==> config.mk <==
export PLATFORM = sky130hd
export DESIGN_NAME = conv_store_flat
export DESIGN_NICKNAME = d
export VERILOG_FILES = /design/src/logic/conv_ctrl_pkg.sv /design/src/logic/conv_data_pkg.sv /design/src/logic/conv_ifs.sv /design/src/logic/conv_store.sv /design/src/flat_wrapper.sv
export VERILOG_INCLUDE_DIRS = /design/src /design/src/include
export SDC_FILE = /design/constraint.sdc
export NUM_CORES = 1
export LEC_CHECK = 0
export BUFFER_PORTS_ARGS = -buffer_cell sky130_fd_sc_hd__buf_2
export CORE_MARGIN = 2
export CORE_UTILIZATION = 55
export CTS_CLUSTER_DIAMETER = 60
export CTS_CLUSTER_SIZE = 25
export DETAILED_ROUTE_END_ITERATION = 10
export GPL_TIMING_DRIVEN = 0
export PLACE_DENSITY = 0.76
export SLEW_MARGIN = 10
export SYNTH_ARGS = -nofsm -noshare
export SYNTH_HDL_FRONTEND = slang
export SYNTH_SLANG_ARGS = --single-unit
==> constraint.sdc <==
create_clock -name clk -period 11.6 [get_ports clk]
set_input_delay 0.58 -clock clk [delete_from_list [all_inputs] [get_ports clk]]
set_output_delay 0.58 -clock clk [all_outputs]
set_load 0.02 [all_outputs]
==> src/include/conv_consts.svh <==
`ifndef CONV_CONSTS_SVH
`define CONV_CONSTS_SVH

// pixel, weight and result width
`define CONV_DWIDTH 32

// word address width of both memory ports
`define CONV_AWIDTH 16

// kernel side, the window is built for three taps per row
`define CONV_WT_DIM 3

// largest feature map side
`define CONV_FM_MAX 16

`endif

==> src/logic/conv_ctrl_pkg.sv <==
package conv_ctrl_pkg;

    // read sequencer
    typedef enum logic [1:0] {
        fetch_idle,
        fetch_load_wt,
        fetch_load_fm,
        fetch_wait_done
    } fetch_state_e;

    // result writer
    typedef enum logic {
        store_idle,
        store_write
    } store_state_e;

    // tag on each streamed word
    typedef enum logic {
        tok_weight,
        tok_pixel
    } token_kind_e;

endpackage

==> src/logic/conv_data_pkg.sv <==
`include "conv_consts.svh"

package conv_data_pkg;

    // pixels, weights and results share one signed word
    typedef logic signed [`CONV_DWIDTH-1:0] pixel_t;

    // sum of products, wraps like the pixel word
    typedef logic signed [`CONV_DWIDTH-1:0] acc_t;

    // word address on the memory ports
    typedef logic [`CONV_AWIDTH-1:0] addr_t;

    // map side length
    typedef logic [7:0] dim_t;

endpackage

==> src/logic/conv_ifs.sv <==


// window to store stream
interface conv_result_if;
    import conv_data_pkg::*;

    logic   valid;
    logic   ready;
    pixel_t data;
    // final output pixel of the map
    logic   last;

    modport source (output valid, output data, output last, input ready);
    modport sink (input valid, input data, input last, output ready);
endinterface

==> src/logic/conv_store.sv <==
module conv_store (
    input  logic                  clk,
    input  logic                  write_counter_rst,
    input  conv_data_pkg::addr_t  ofm_offset,
    conv_result_if.sink           res,
    output logic                  wr_cyc,
    output logic                  wr_stb,
    output logic                  wr_we,
    output conv_data_pkg::addr_t  wr_adr,
    output conv_data_pkg::pixel_t wr_dat_w,
    input  logic                  wr_ack,
    output logic                  done
);
    import conv_ctrl_pkg::*;
    import conv_data_pkg::*;

    localparam int DEPTH = 4;
    localparam int PW    = $clog2(DEPTH);

    store_state_e  state;
    pixel_t        q_data [DEPTH];
    logic          q_last [DEPTH];
    logic [PW-1:0] wr_ptr;
    logic [PW-1:0] rd_ptr;
    logic [PW:0]   count;
    logic          push;
    logic          pop;
    logic          cur_last;
    addr_t         out_cnt;

    assign res.ready = (count != (PW+1)'(DEPTH));
    assign push      = res.valid && res.ready;
    // dequeue as the write cycle opens
    assign pop       = (state == store_idle) && (count != '0);

    always_ff @(posedge clk) begin
        if (write_counter_rst) begin
            state   <= store_idle;
            wr_cyc  <= 1'b0;
            wr_stb  <= 1'b0;
            wr_we   <= 1'b0;
            wr_ptr  <= '0;
            rd_ptr  <= '0;
            count   <= '0;
            out_cnt <= '0;
            done    <= 1'b0;
        end else begin
            done <= 1'b0;
            if (push) begin
                wr_ptr <= wr_ptr + 1'b1;
            end
            if (pop) begin
                rd_ptr <= rd_ptr + 1'b1;
            end
            if (push && !pop) begin
                count <= count + 1'b1;
            end else if (pop && !push) begin
                count <= count - 1'b1;
            end

            case (state)
                store_idle: begin
                    if (pop) begin
                        state  <= store_write;
                        wr_cyc <= 1'b1;
                        wr_stb <= 1'b1;
                        wr_we  <= 1'b1;
                    end
                end
                store_write: begin
                    if (wr_ack) begin
                        state  <= store_idle;
                        wr_cyc <= 1'b0;
                        wr_stb <= 1'b0;
                        wr_we  <= 1'b0;
                        if (cur_last) begin
                            out_cnt <= '0;
                            done    <= 1'b1;
                        end else begin
                            out_cnt <= out_cnt + addr_t'(1);
                        end
                    end
                end
                default: state <= store_idle;
            endcase
        end
    end

    always_ff @(posedge clk) begin
        if (push) begin
            q_data[wr_ptr] <= res.data;
            q_last[wr_ptr] <= res.last;
        end
        if (pop) begin
            wr_dat_w <= q_data[rd_ptr];
            cur_last <= q_last[rd_ptr];
            wr_adr   <= ofm_offset + out_cnt;
        end
    end

    // write request, address and data held until the ack
    a_wr_hold: assert property (@(posedge clk) disable iff (write_counter_rst)
        wr_stb && !wr_ack |=> wr_cyc && wr_stb && wr_we &&
                              $stable(wr_adr) && $stable(wr_dat_w));

endmodule

==> src/flat_wrapper.sv <==
// flat-port wrapper written by rule: the top's interface ports become plain ports
module conv_store_flat import conv_ctrl_pkg::*; import conv_data_pkg::*;
  (clk, write_counter_rst, ofm_offset, wr_cyc, wr_stb, wr_we, wr_adr, wr_dat_w, wr_ack, done, res_valid, res_data, res_last, res_ready);
  conv_result_if res_i ();
  input  logic clk;
  input  logic write_counter_rst;
  input  conv_data_pkg::addr_t ofm_offset;
  output logic wr_cyc;
  output logic wr_stb;
  output logic wr_we;
  output conv_data_pkg::addr_t wr_adr;
  output conv_data_pkg::pixel_t wr_dat_w;
  input  logic wr_ack;
  output logic done;
  input wire logic [$bits(res_i.valid)-1:0] res_valid;
  input wire logic [$bits(res_i.data)-1:0] res_data;
  input wire logic [$bits(res_i.last)-1:0] res_last;
  output wire logic [$bits(res_i.ready)-1:0] res_ready;
  assign res_i.valid = res_valid;
  assign res_i.data = res_data;
  assign res_i.last = res_last;
  assign res_ready = res_i.ready;
  conv_store u_core (.clk(clk), .write_counter_rst(write_counter_rst), .ofm_offset(ofm_offset), .res(res_i), .wr_cyc(wr_cyc), .wr_stb(wr_stb), .wr_we(wr_we), .wr_adr(wr_adr), .wr_dat_w(wr_dat_w), .wr_ack(wr_ack), .done(done));
endmodule
==> flow_summary.ini <==
[power_and_ir_drop]
p_leak_nw = 3.41
switchingPower_mw = 0.628
max-vdd-ir-drop_mv = 0.208
combPwrFrac_pct = 25.9
swShare_pct = 30.1
p_int_mw = 1.46
seqPwrFrac_pct = 49.8
power_frac_clock_pct = 24.3
cellPowerDensity_nw_per_um2 = 217
power_mw = 2.08

[synthesis]
syn_inst = 459
yosysSeqAreaShare_pct = 72.6
syn_avg_cell_area_um2 = 17.9
synth.cell_area_um2 = 8200
synth_edf_count = 181
async_reset_ff_share_pct = 0
ys_ff_latch = 207
yosys.cell_types.count = 54
synth_nets = 535
yosysWarnings = 0
ys.flop_type = edfxtp_1

[hold_path]
whs_endpoint = u_core.wr_we
min-delay-start = write_counter_rst
whs_path_depth = 2
hp-class = input pin to flip-flop

[setup_path]
r2r_slack_ns = 9.09
ff2ff_path_depth = 7
worstReg2RegStart = u_core.out_cnt[0]
crit_required_ns = 11.80
crit_path_end_kind = flip-flop
r2r_end = u_core.wr_adr[10]
worstSetupStartpointType = flip-flop
critPathKind = flip-flop to flip-flop
critPathMaxFanout = 4
crit_arrival_ns = 2.71

[clocking]
cts_tree = yes
cts_setup_buffers = 0
htree_num_levels = 1
holdBufCountCts = 0
cts_inserted_buffers = 15
cts_num_sinks = 207
clockRootBuffer = clkbuf_16
cts_max_path_buffers = 3
post_cts_resized = 0
clk_latency_ns = 0.47
clk_pin_slew_ns = 0.08

[timing]
setup_viol_count_final = 0
tns_ns = 0
hold_viol_final = 0
fin_crit_ns = 2.51
worstMarginPinSlew_ns = 0.669
rsz0062_at_grt = no
finalCritPeriodShare_pct = 21.6
slew_viol_final = 0
setup_ws_ns = 9.09
max_freq_mhz = 399
skew_ns = 0.00920
slew_headroom_pct = 55.3

[place]
dp_hpwl_um = 10100
portBuffers = 105
gp_congestion = 0.856
place_ws_ns = 8.87

[grt]
antenna_found_initial = 1
gr-total-overflow = 0
track_usage_pct = 18.5
grt_max_degree = 26
grt_first_pass_wirelength_um = 22900
grt_pass1_vias = 4526

[routing]
drt_iter0_drc = 219
wirelength_um = 14400
first_pass_iters = 4
ant_nets = 0
wl_per_cell_um = 18.4
drc = 0
vias = 4402
routed_via_density = 5.66

[cells_and_area]
drive_gt1_share_pct = 32.5
fill_cells = 1018
area_growth_pct = 17.1
utilization_pct = 66.0
antenna_cells = 0
final_cell_mix = 181 x edfxtp_1, 112 x buf_2, 33 x mux4_2
final_common_cell = edfxtp_1
layout.nets = 663

[floorplan]
fp.dieH_um = 126
die_x_um = 126
core_um2 = 14500
start_util_pct = 56.4
design.die.area_um2 = 15900
rows = 44
io_pins = 106

[flow_run]
cap_violations = 0

[outcome]
run_status = finished, final reports clean
==> sequential cells by signal, indices dropped and copies added (netlist names) <==
name	flops
u_core.q_data	128
u_core.wr_adr	16
u_core.wr_ptr	2
u_core.cur_last	1
u_core.q_last	4
u_core.count	3
u_core.done	1
u_core.state	1
u_core.out_cnt	16
u_core.rd_ptr	2
u_core.wr_we	1
u_core.wr_dat_w	32
==> critical path, stage by stage, from the launching register on <==
cell and delay [ns]:
dfxtp_1 0.39, ha_1 0.25, fa_1 0.42, a21oi_2 0.23, o2111ai_1 0.19, and2_1 0.22, a2111oi_0 0.44, nor3_1 0.10
==> power by group through the flow <==
| stage | clock network [mW] | registers (mW) | logic, mW |
|---|---|---|---|
| floorplan | 0 | 1.16 | 0.235 |
| global placement | 0 | 1.06 | 0.494 |
| detailed placement | 0 | 1.06 | 0.549 |
| CTS | 0.518 | 1.04 | 0.551 |
| global route | 0.541 | 1.05 | 0.579 |
| finish | 0.508 | 1.04 | 0.539 |
==> cell families after synthesis <==
group	share of synthesized area [%]
flops	72.6
simple gates	6.11
compound gates	3.74
mux	9.45
xor+xnor	3.10
buf+inv	1.27
fa+ha+maj	3.69
==> stage by stage <==
stage               instance area, um2  hold slack (ns)  cells
finish                            9600            0.309    778
global route                      9600            0.304    778
CTS                               9600            0.308    778
detailed placement                9130            0.511    754
global placement                  8950            0.498    748
floorplan                         8200            0.470    459
==> worst max-delay path by stage <==
stage	start	to
floorplan	u_core.count[0]	u_core.count[2]
global placement	u_core.count[0]	u_core.count[2]
detailed placement	ofm_offset[0]	u_core.wr_adr[10]
CTS	u_core.out_cnt[0]	u_core.wr_adr[10]
global route	u_core.out_cnt[0]	u_core.wr_adr[10]
finish	u_core.out_cnt[0]	u_core.wr_adr[10]
==> Yosys cell counts (5+ instances only) <==
cell / n / area (um2)
edfxtp_1: 181 / 5440
mux4_2: 33 / 743
nor2_1: 28 / 105
dfxtp_1: 26 / 521
ha_1: 21 / 263
a21oi_1: 17 / 85.1
nand2_1: 16 / 60.1
xnor2_1: 16 / 140
xor2_1: 13 / 114
o21ai_0: 9 / 45.0
inv_1: 8 / 30.0
nor3_1: 8 / 40.0
buf_2: 7 / 35.0
nand3_1: 6 / 30.0
or3_1: 6 / 37.5
and3_1: 5 / 31.3
==> routing by layer <==
layer  up-vias  wire length (um)  track usage [%]
li1       2061                 -                -
met4         2               336             5.17
met5         -                13                0
met1      2175              5630             22.4
met3        29               934             4.50
met2       135              7430             33.3
==> layout make-up <==
type                    count  area (um2)  area share [%]
plain buffers              15        73.8           0.769
clock buffers              16         379            3.95
clock inverters             8        88.8           0.925
inverters                   8        30.0           0.313
multi-input cells         229        2150            22.4
flip-flops and latches    207        5960            62.0
well taps                 184         230            2.40
repair buffers            111         691            7.19
Power figures use the tool's default switching activity.
