## config.mk

```make
export PLATFORM = sky130hd
export DESIGN_NAME = conv_fetch_flat
export DESIGN_NICKNAME = d
export VERILOG_FILES = /design/src/logic/conv_ctrl_pkg.sv /design/src/logic/conv_data_pkg.sv /design/src/logic/conv_ifs.sv /design/src/logic/conv_fetch.sv /design/src/flat_wrapper.sv
export VERILOG_INCLUDE_DIRS = /design/src /design/src/include
export SDC_FILE = /design/constraint.sdc
export NUM_CORES = 1
export LEC_CHECK = 0
export BUFFER_PORTS_ARGS = -buffer_cell sky130_fd_sc_hd__buf_2
export CORE_UTILIZATION = 52
export CTS_CLUSTER_DIAMETER = 30
export DETAILED_ROUTE_END_ITERATION = 8
export PLACE_DENSITY = 0.9
export SETUP_SLACK_MARGIN = 0.2
export SLEW_MARGIN = 20
export SYNTH_ARGS = -nofsm -noshare
export SYNTH_HDL_FRONTEND = slang
export SYNTH_SLANG_ARGS = --single-unit
export TNS_END_PERCENT = 1
```

## constraint.sdc

```tcl
create_clock -name clk -period 4.3 [get_ports clk]
set_clock_uncertainty 0.2 [all_clocks]
set_input_delay 0.645 -clock clk [delete_from_list [all_inputs] [get_ports clk]]
set_output_delay 0.645 -clock clk [all_outputs]
set_load 0.01 [all_outputs]
```

## src/include/conv_consts.svh

```systemverilog
`ifndef CONV_CONSTS_SVH
`define CONV_CONSTS_SVH

// pixel, weight and result width
`define CONV_DWIDTH 32

// word address width of both memory ports
`define CONV_AWIDTH 16

// kernel side, the window is built for three taps per row
`define CONV_WT_DIM 3

// largest feature map side
`define CONV_FM_MAX 16

`endif

```

## src/logic/conv_ctrl_pkg.sv

```systemverilog
package conv_ctrl_pkg;

    // read sequencer
    typedef enum logic [1:0] {
        fetch_idle,
        fetch_load_wt,
        fetch_load_fm,
        fetch_wait_done
    } fetch_state_e;

    // result writer
    typedef enum logic {
        store_idle,
        store_write
    } store_state_e;

    // tag on each streamed word
    typedef enum logic {
        tok_weight,
        tok_pixel
    } token_kind_e;

endpackage

```

## src/logic/conv_data_pkg.sv

```systemverilog
`include "conv_consts.svh"

package conv_data_pkg;

    // pixels, weights and results share one signed word
    typedef logic signed [`CONV_DWIDTH-1:0] pixel_t;

    // sum of products, wraps like the pixel word
    typedef logic signed [`CONV_DWIDTH-1:0] acc_t;

    // word address on the memory ports
    typedef logic [`CONV_AWIDTH-1:0] addr_t;

    // map side length
    typedef logic [7:0] dim_t;

endpackage

```

## src/logic/conv_ifs.sv

```systemverilog
// fetch to window stream
interface conv_token_if;
    import conv_ctrl_pkg::*;
    import conv_data_pkg::*;

    logic        valid;
    logic        ready;
    token_kind_e kind;
    pixel_t      data;

    modport source (output valid, output kind, output data, input ready);
    modport sink (input valid, input kind, input data, output ready);
endinterface


```

## src/logic/conv_fetch.sv

```systemverilog
`include "conv_consts.svh"

module conv_fetch (
    input  logic                  clk,
    input  logic                  write_counter_rst,
    input  logic                  start,
    input  conv_data_pkg::dim_t   fm_dim,
    input  conv_data_pkg::addr_t  wt_offset,
    input  conv_data_pkg::addr_t  ifm_offset,
    output logic                  rd_cyc,
    output logic                  rd_stb,
    output conv_data_pkg::addr_t  rd_adr,
    input  conv_data_pkg::pixel_t rd_dat_r,
    input  logic                  rd_ack,
    conv_token_if.source          tok,
    input  logic                  done,
    output logic                  idle
);
    import conv_ctrl_pkg::*;
    import conv_data_pkg::*;

    localparam int WT_LAST = `CONV_WT_DIM * `CONV_WT_DIM - 1;

    fetch_state_e state;
    logic [3:0]   wt_cnt;
    dim_t         row;
    dim_t         col;
    dim_t         last_idx;
    logic         border;
    logic         slot_free;
    logic         rd_start;
    logic         rd_done;
    logic         halo_load;
    logic         tok_valid;
    token_kind_e  tok_kind;
    pixel_t       tok_data;

    // padded coordinates run 0 .. fm_dim+1
    assign last_idx  = fm_dim + 8'd1;
    assign border    = (row == 8'd0) || (col == 8'd0) || (row == last_idx) || (col == last_idx);
    assign slot_free = !tok_valid || tok.ready;
    assign rd_done   = rd_cyc && rd_ack;
    assign rd_start  = !rd_cyc && slot_free &&
                       ((state == fetch_load_wt) || (state == fetch_load_fm && !border));
    // halo zeros skip memory
    assign halo_load = !rd_cyc && slot_free && (state == fetch_load_fm) && border;

    assign tok.valid = tok_valid;
    assign tok.kind  = tok_kind;
    assign tok.data  = tok_data;
    assign idle      = (state == fetch_idle);

    always_ff @(posedge clk) begin
        if (write_counter_rst) begin
            state     <= fetch_idle;
            rd_cyc    <= 1'b0;
            rd_stb    <= 1'b0;
            tok_valid <= 1'b0;
            wt_cnt    <= '0;
            row       <= '0;
            col       <= '0;
        end else begin
            case (state)
                fetch_idle: begin
                    if (start) begin
                        state  <= fetch_load_wt;
                        wt_cnt <= '0;
                        row    <= '0;
                        col    <= '0;
                    end
                end
                fetch_load_wt: begin
                    if (rd_done) begin
                        wt_cnt <= wt_cnt + 4'd1;
                        if (wt_cnt == 4'(WT_LAST)) begin
                            state <= fetch_load_fm;
                        end
                    end
                end
                fetch_load_fm: begin
                    if (rd_done || halo_load) begin
                        if (col == last_idx) begin
                            col <= '0;
                            row <= row + 8'd1;
                            if (row == last_idx) begin
                                state <= fetch_wait_done;
                            end
                        end else begin
                            col <= col + 8'd1;
                        end
                    end
                end
                fetch_wait_done: begin
                    if (done) begin
                        state <= fetch_idle;
                    end
                end
                default: state <= fetch_idle;
            endcase

            // one word per cycle, bus drops after ack
            if (rd_start) begin
                rd_cyc <= 1'b1;
                rd_stb <= 1'b1;
            end else if (rd_done) begin
                rd_cyc <= 1'b0;
                rd_stb <= 1'b0;
            end

            if (rd_done || halo_load) begin
                tok_valid <= 1'b1;
            end else if (tok.ready) begin
                tok_valid <= 1'b0;
            end
        end
    end

    always_ff @(posedge clk) begin
        if (state == fetch_idle && start) begin
            rd_adr <= wt_offset;
        end else if (rd_done) begin
            if (state == fetch_load_wt && wt_cnt == 4'(WT_LAST)) begin
                rd_adr <= ifm_offset;
            end else begin
                rd_adr <= rd_adr + addr_t'(1);
            end
        end

        if (rd_done) begin
            tok_kind <= (state == fetch_load_wt) ? tok_weight : tok_pixel;
            tok_data <= rd_dat_r;
        end else if (halo_load) begin
            tok_kind <= tok_pixel;
            tok_data <= '0;
        end
    end

    // request and address held until the ack
    a_rd_hold: assert property (@(posedge clk) disable iff (write_counter_rst)
        rd_stb && !rd_ack |=> rd_cyc && rd_stb && $stable(rd_adr));

    // held token must not change until the window takes it
    a_tok_hold: assert property (@(posedge clk) disable iff (write_counter_rst)
        tok.valid && !tok.ready |=> tok.valid && $stable(tok.kind) && $stable(tok.data));

endmodule

```

## src/flat_wrapper.sv

```systemverilog
// flat-port wrapper written by rule: the top's interface ports become plain ports
module conv_fetch_flat import conv_ctrl_pkg::*; import conv_data_pkg::*;
  (clk, write_counter_rst, start, fm_dim, wt_offset, ifm_offset, rd_cyc, rd_stb, rd_adr, rd_dat_r, rd_ack, done, idle, tok_valid, tok_kind, tok_data, tok_ready);
  conv_token_if tok_i ();
  input  logic clk;
  input  logic write_counter_rst;
  input  logic start;
  input  conv_data_pkg::dim_t fm_dim;
  input  conv_data_pkg::addr_t wt_offset;
  input  conv_data_pkg::addr_t ifm_offset;
  output logic rd_cyc;
  output logic rd_stb;
  output conv_data_pkg::addr_t rd_adr;
  input  conv_data_pkg::pixel_t rd_dat_r;
  input  logic rd_ack;
  input  logic done;
  output logic idle;
  output wire logic [$bits(tok_i.valid)-1:0] tok_valid;
  output wire logic [$bits(tok_i.kind)-1:0] tok_kind;
  output wire logic [$bits(tok_i.data)-1:0] tok_data;
  input wire logic [$bits(tok_i.ready)-1:0] tok_ready;
  assign tok_valid = tok_i.valid;
  assign tok_kind = tok_i.kind;
  assign tok_data = tok_i.data;
  assign tok_i.ready = tok_ready;
  conv_fetch u_core (.clk(clk), .write_counter_rst(write_counter_rst), .start(start), .fm_dim(fm_dim), .wt_offset(wt_offset), .ifm_offset(ifm_offset), .rd_cyc(rd_cyc), .rd_stb(rd_stb), .rd_adr(rd_adr), .rd_dat_r(rd_dat_r), .rd_ack(rd_ack), .tok(tok_i), .done(done), .idle(idle));
endmodule
```

==> summary.md <==
| Metric | Value |
|---|---|
| Worst Setup Start Kind | input port |
| Worst Hold Launch | u_core.state[1] |
| Post-route DRC | 0 |
| P per Cell Area | 531.1 nW/µm² |
| Reg2reg start | u_core.col[3] |
| Final wirelength | 10540 µm |
| Switch Pwr | ~1.0 mW |
| Max_slew headroom | between 30% and 40% |
| Clock Path Buffers | 2 |
| Netlist cell types | 57 |
| Leakage | about 2.3 nW |
| Cell Area, Synth | roughly 4300 µm² |
| Routability cong. | 0.8663 |
| Yosys reg bits | 73 |
| Final TNS setup | 0 ps |
| Leading area contributor after synthesis | edfxtp_1 |
| Ports | ~130 |
| Syn_nets | about 540 |
| Vias in the first global route | about 3600 |
| Clk network pwr share | between 20% and 30% |
| Seq pwr share | roughly 41% |
| Sequential element share of the synthesized area | a little under half |
| Rows | 32 |
| Synth Flop Type | edfxtp_1 |
| Crit-path max FO | 17 |
| Starting DRC count in detailed routing | 264 |
| Port Buffers | 130 |
| Post-CTS setup buffer count | 0 |
| Critical path class | input port to register |
| First-pass GRT wire length | 16840 µm |
| Number of gates resized after CTS | 0 |
| CTS Root Cell | clkbuf_8 |
| Final setup margin | approximately 950 ps |
| Largest net degree at the start of global routing | 39 |
| Terminus of the critical flop-to-flop path | u_core.row[5] |
| Core area | approximately 8000 µm² |
| Crit path arrival time | between 3000 and 4000 ps |
| Most frequent cells in the layout | buf_2 (130), nand2_1 (55), edfxtp_1 (49), o21ai_0 (42), and3_1 (33) |
| DP HPWL | ~7600 µm |
| Slowest stage delay, CP | just over 800 ps |
| Die area | approximately 8600 µm² |
| Clk Latency, worst-skew pair | 350 ps |
| DR vias | just under 4000 |
| Total gr overflow | 0 |
| Clock H-tree levels | 3 |
| Post-synth EDFFs | a little under 50 |
| Dpl ws | 631.8 ps |
| CTS tree | built |
| Asr flop ratio synth | 0% |
| CTS Buf Count | 9 |
| Vias per cell | 5.781 |
| Setup Viol. Count Final | 0 |
| Slowest stage cell, crit path | o31ai_1 |
| RSZ-0062 raised after global routing | false |
| Overall Global Routing Usage | around a quarter |
| Worst reg2reg path depth | 7 |
| Status | finished, final reports clean |
| Crit. End Element | register |
| Hold WC Path Type | register to register |
| CTS sink cnt | 73 |
| Final worst-path cycle share | 77.79% |
| Height of the die | 92.85 µm |
| Final slew viol count | 0 |
| Synth Area per Inst | ~9.5 µm² |
| Maximum vdd drop | between 0.2 and 0.25 mV |
| Die extent in x | 92.85 µm |
| Fmax | approximately 300 MHz |
| CP Cell Sequence | buf_2 > ha_1 > nand3_2 > nor2_1 > o221ai_1 > or4_4 > o31ai_1 > a31oi_1 > a22o_1 |
| Net Sw Frac | between 30% and 40% |
| Initial Util | a little over half |
| Most common cell after layout, fill and taps aside | buf_2 |
| Combinational fraction of design power | a little under two fifths |
| Ys Warns | 0 |
| CTS clk-pin slew, worst paths | about 80 ps |
| Period minus WS final | 3345 ps |
| Worst Path Required | between 4000 and 5000 ps |
| Fin nets | around 660 |
| Final Hold Viols | 0 |
| Worst slew pin tran | between 900 and 1000 ps |
| Drt wl/cell | 15.59 µm |
| Int Pwr | 1.709 mW |
| DRT Pass-1 Iters | 5 |
| Share of the synthesized area in the top cell type | 34.29% |
| Hold path depth | 2 |
| Max_cap viols | 0 |
| Cells after synthesis | about 450 |
| Ant. Diodes | 0 |
| Hold Path End | u_core.state[1] |
| Synth area leaders | edfxtp_1 (34%), dfxtp_1 (11%), o21ai_0 (4.9%) |
| CTS hold repair buffers | 0 |
| Antenna violations before repair | 0 |
| R2R Setup Slk | between 1000 and 1500 ps |
| Antenna Violating Nets Remaining | 0 |
| Area grow syn2layout | 20.99% |
| Layout cells sized above 1 | between 20% and 30% |
-- state kept, by name, indices dropped and copies added, names as in the netlist --
signal            cells
u_core.tok.data      32
u_core.rd_adr        16
u_core.col            8
u_core.row            8
u_core.wt_cnt         4
u_core.state          2
u_core.rd_cyc         1
u_core.tok.kind       1
u_core.tok.valid      1
-- cell usage after synthesis, types with 2 or more instances --
library cell and count:
nand3_2 2, dfxtp_1 24, o211ai_1 9, xnor2_1 13, xor2_1 13, a22o_1 5, nor2b_1 3, nor3_1 12
ha_1 12, a32o_1 6, and3_1 33, inv_1 13, or3_1 8, a22oi_1 2, nand3_1 26, xnor3_1 3
nand2_1 55, a21oi_1 11, nand4_1 9, o31ai_1 2, o21ai_0 42, nand2b_1 6, or4_4 2, edfxtp_1 49
and2_1 3, o31a_1 2, mux2i_1 6, and4_1 3, buf_2 2, or2_2 4, nor2_1 20, a31oi_1 6
clkbuf_1 23
-- cell type report --
type / instances / area [µm²]
clock buffers: 9 / 123.9
clock inverters: 7 / 98.84
multi-input cells: 339 / 2172
fillers: 658 / 2655
inverters: 14 / 52.55
flip-flops and latches: 73 / 1952
well taps: 102 / 127.6
repair buffers: 132 / 665.6
-- cell families after synthesis --
group                    synth area share (%)
AO/OA/AOI/OAI                           15.34
adder cells (fa/ha/maj)                 3.498
buffers and inverters                   3.907
flip-flops                              45.48
AND/OR/NAND/NOR                         23.50
XOR/XNOR                                6.880
multiplexers                            1.399
-- per-stage QoR --
step	power (mW)	area (µm²)	std cells	hold WS (ps)	util, %
after floorplan	1.798	4292	453	270.9	-
after global placement	2.107	4962	659	283.2	63.23
after detailed placement	2.161	4962	659	315.1	63.23
after CTS	2.760	5185	675	326.0	66.07
after global routing	2.924	5192	676	362.9	66.17
final	2.758	5192	676	320.9	66.17
-- worst max-delay path by stage --
stage	start	to	slack, ps	cells past startpoint
after floorplan	fm_dim[0]	u_core.tok.data[0]	660	10
after global placement	fm_dim[0]	u_core.row[2]	800	9
after detailed placement	fm_dim[0]	u_core.row[5]	630	9
after CTS	fm_dim[0]	u_core.row[5]	1020	9
after global routing	fm_dim[0]	u_core.row[5]	810	9
final	fm_dim[0]	u_core.row[5]	950	9
-- power by group through the flow --
stage               Clock, mW  Combinational, mW  Sequential [mW]
floorplan                   0              0.598             1.20
global placement            0              0.968             1.14
detailed placement          0               1.01             1.15
CTS                     0.611               1.01             1.14
global route            0.640               1.12             1.16
finish                  0.602               1.01             1.14
-- per-layer routing --
metal  wire (µm)  share of wire, %  up-vias  track usage (%)
met2        5186                49      154            41.97
met1        4448                42     1815            31.09
met4         313               3.0        0            11.67
met3         593               5.6       30            4.023
met5           0                 0        -                0
li1            -                 -     1909                -
-- worst max-delay path: cells and delay by family --
kind / cells / cell delay, ps
simple gates: 3 / 920
compound gates: 4 / 1440
buf+inv: 1 / 130
fa+ha+maj: 1 / 250
Note: power is estimated with default switching activity, not from simulation.
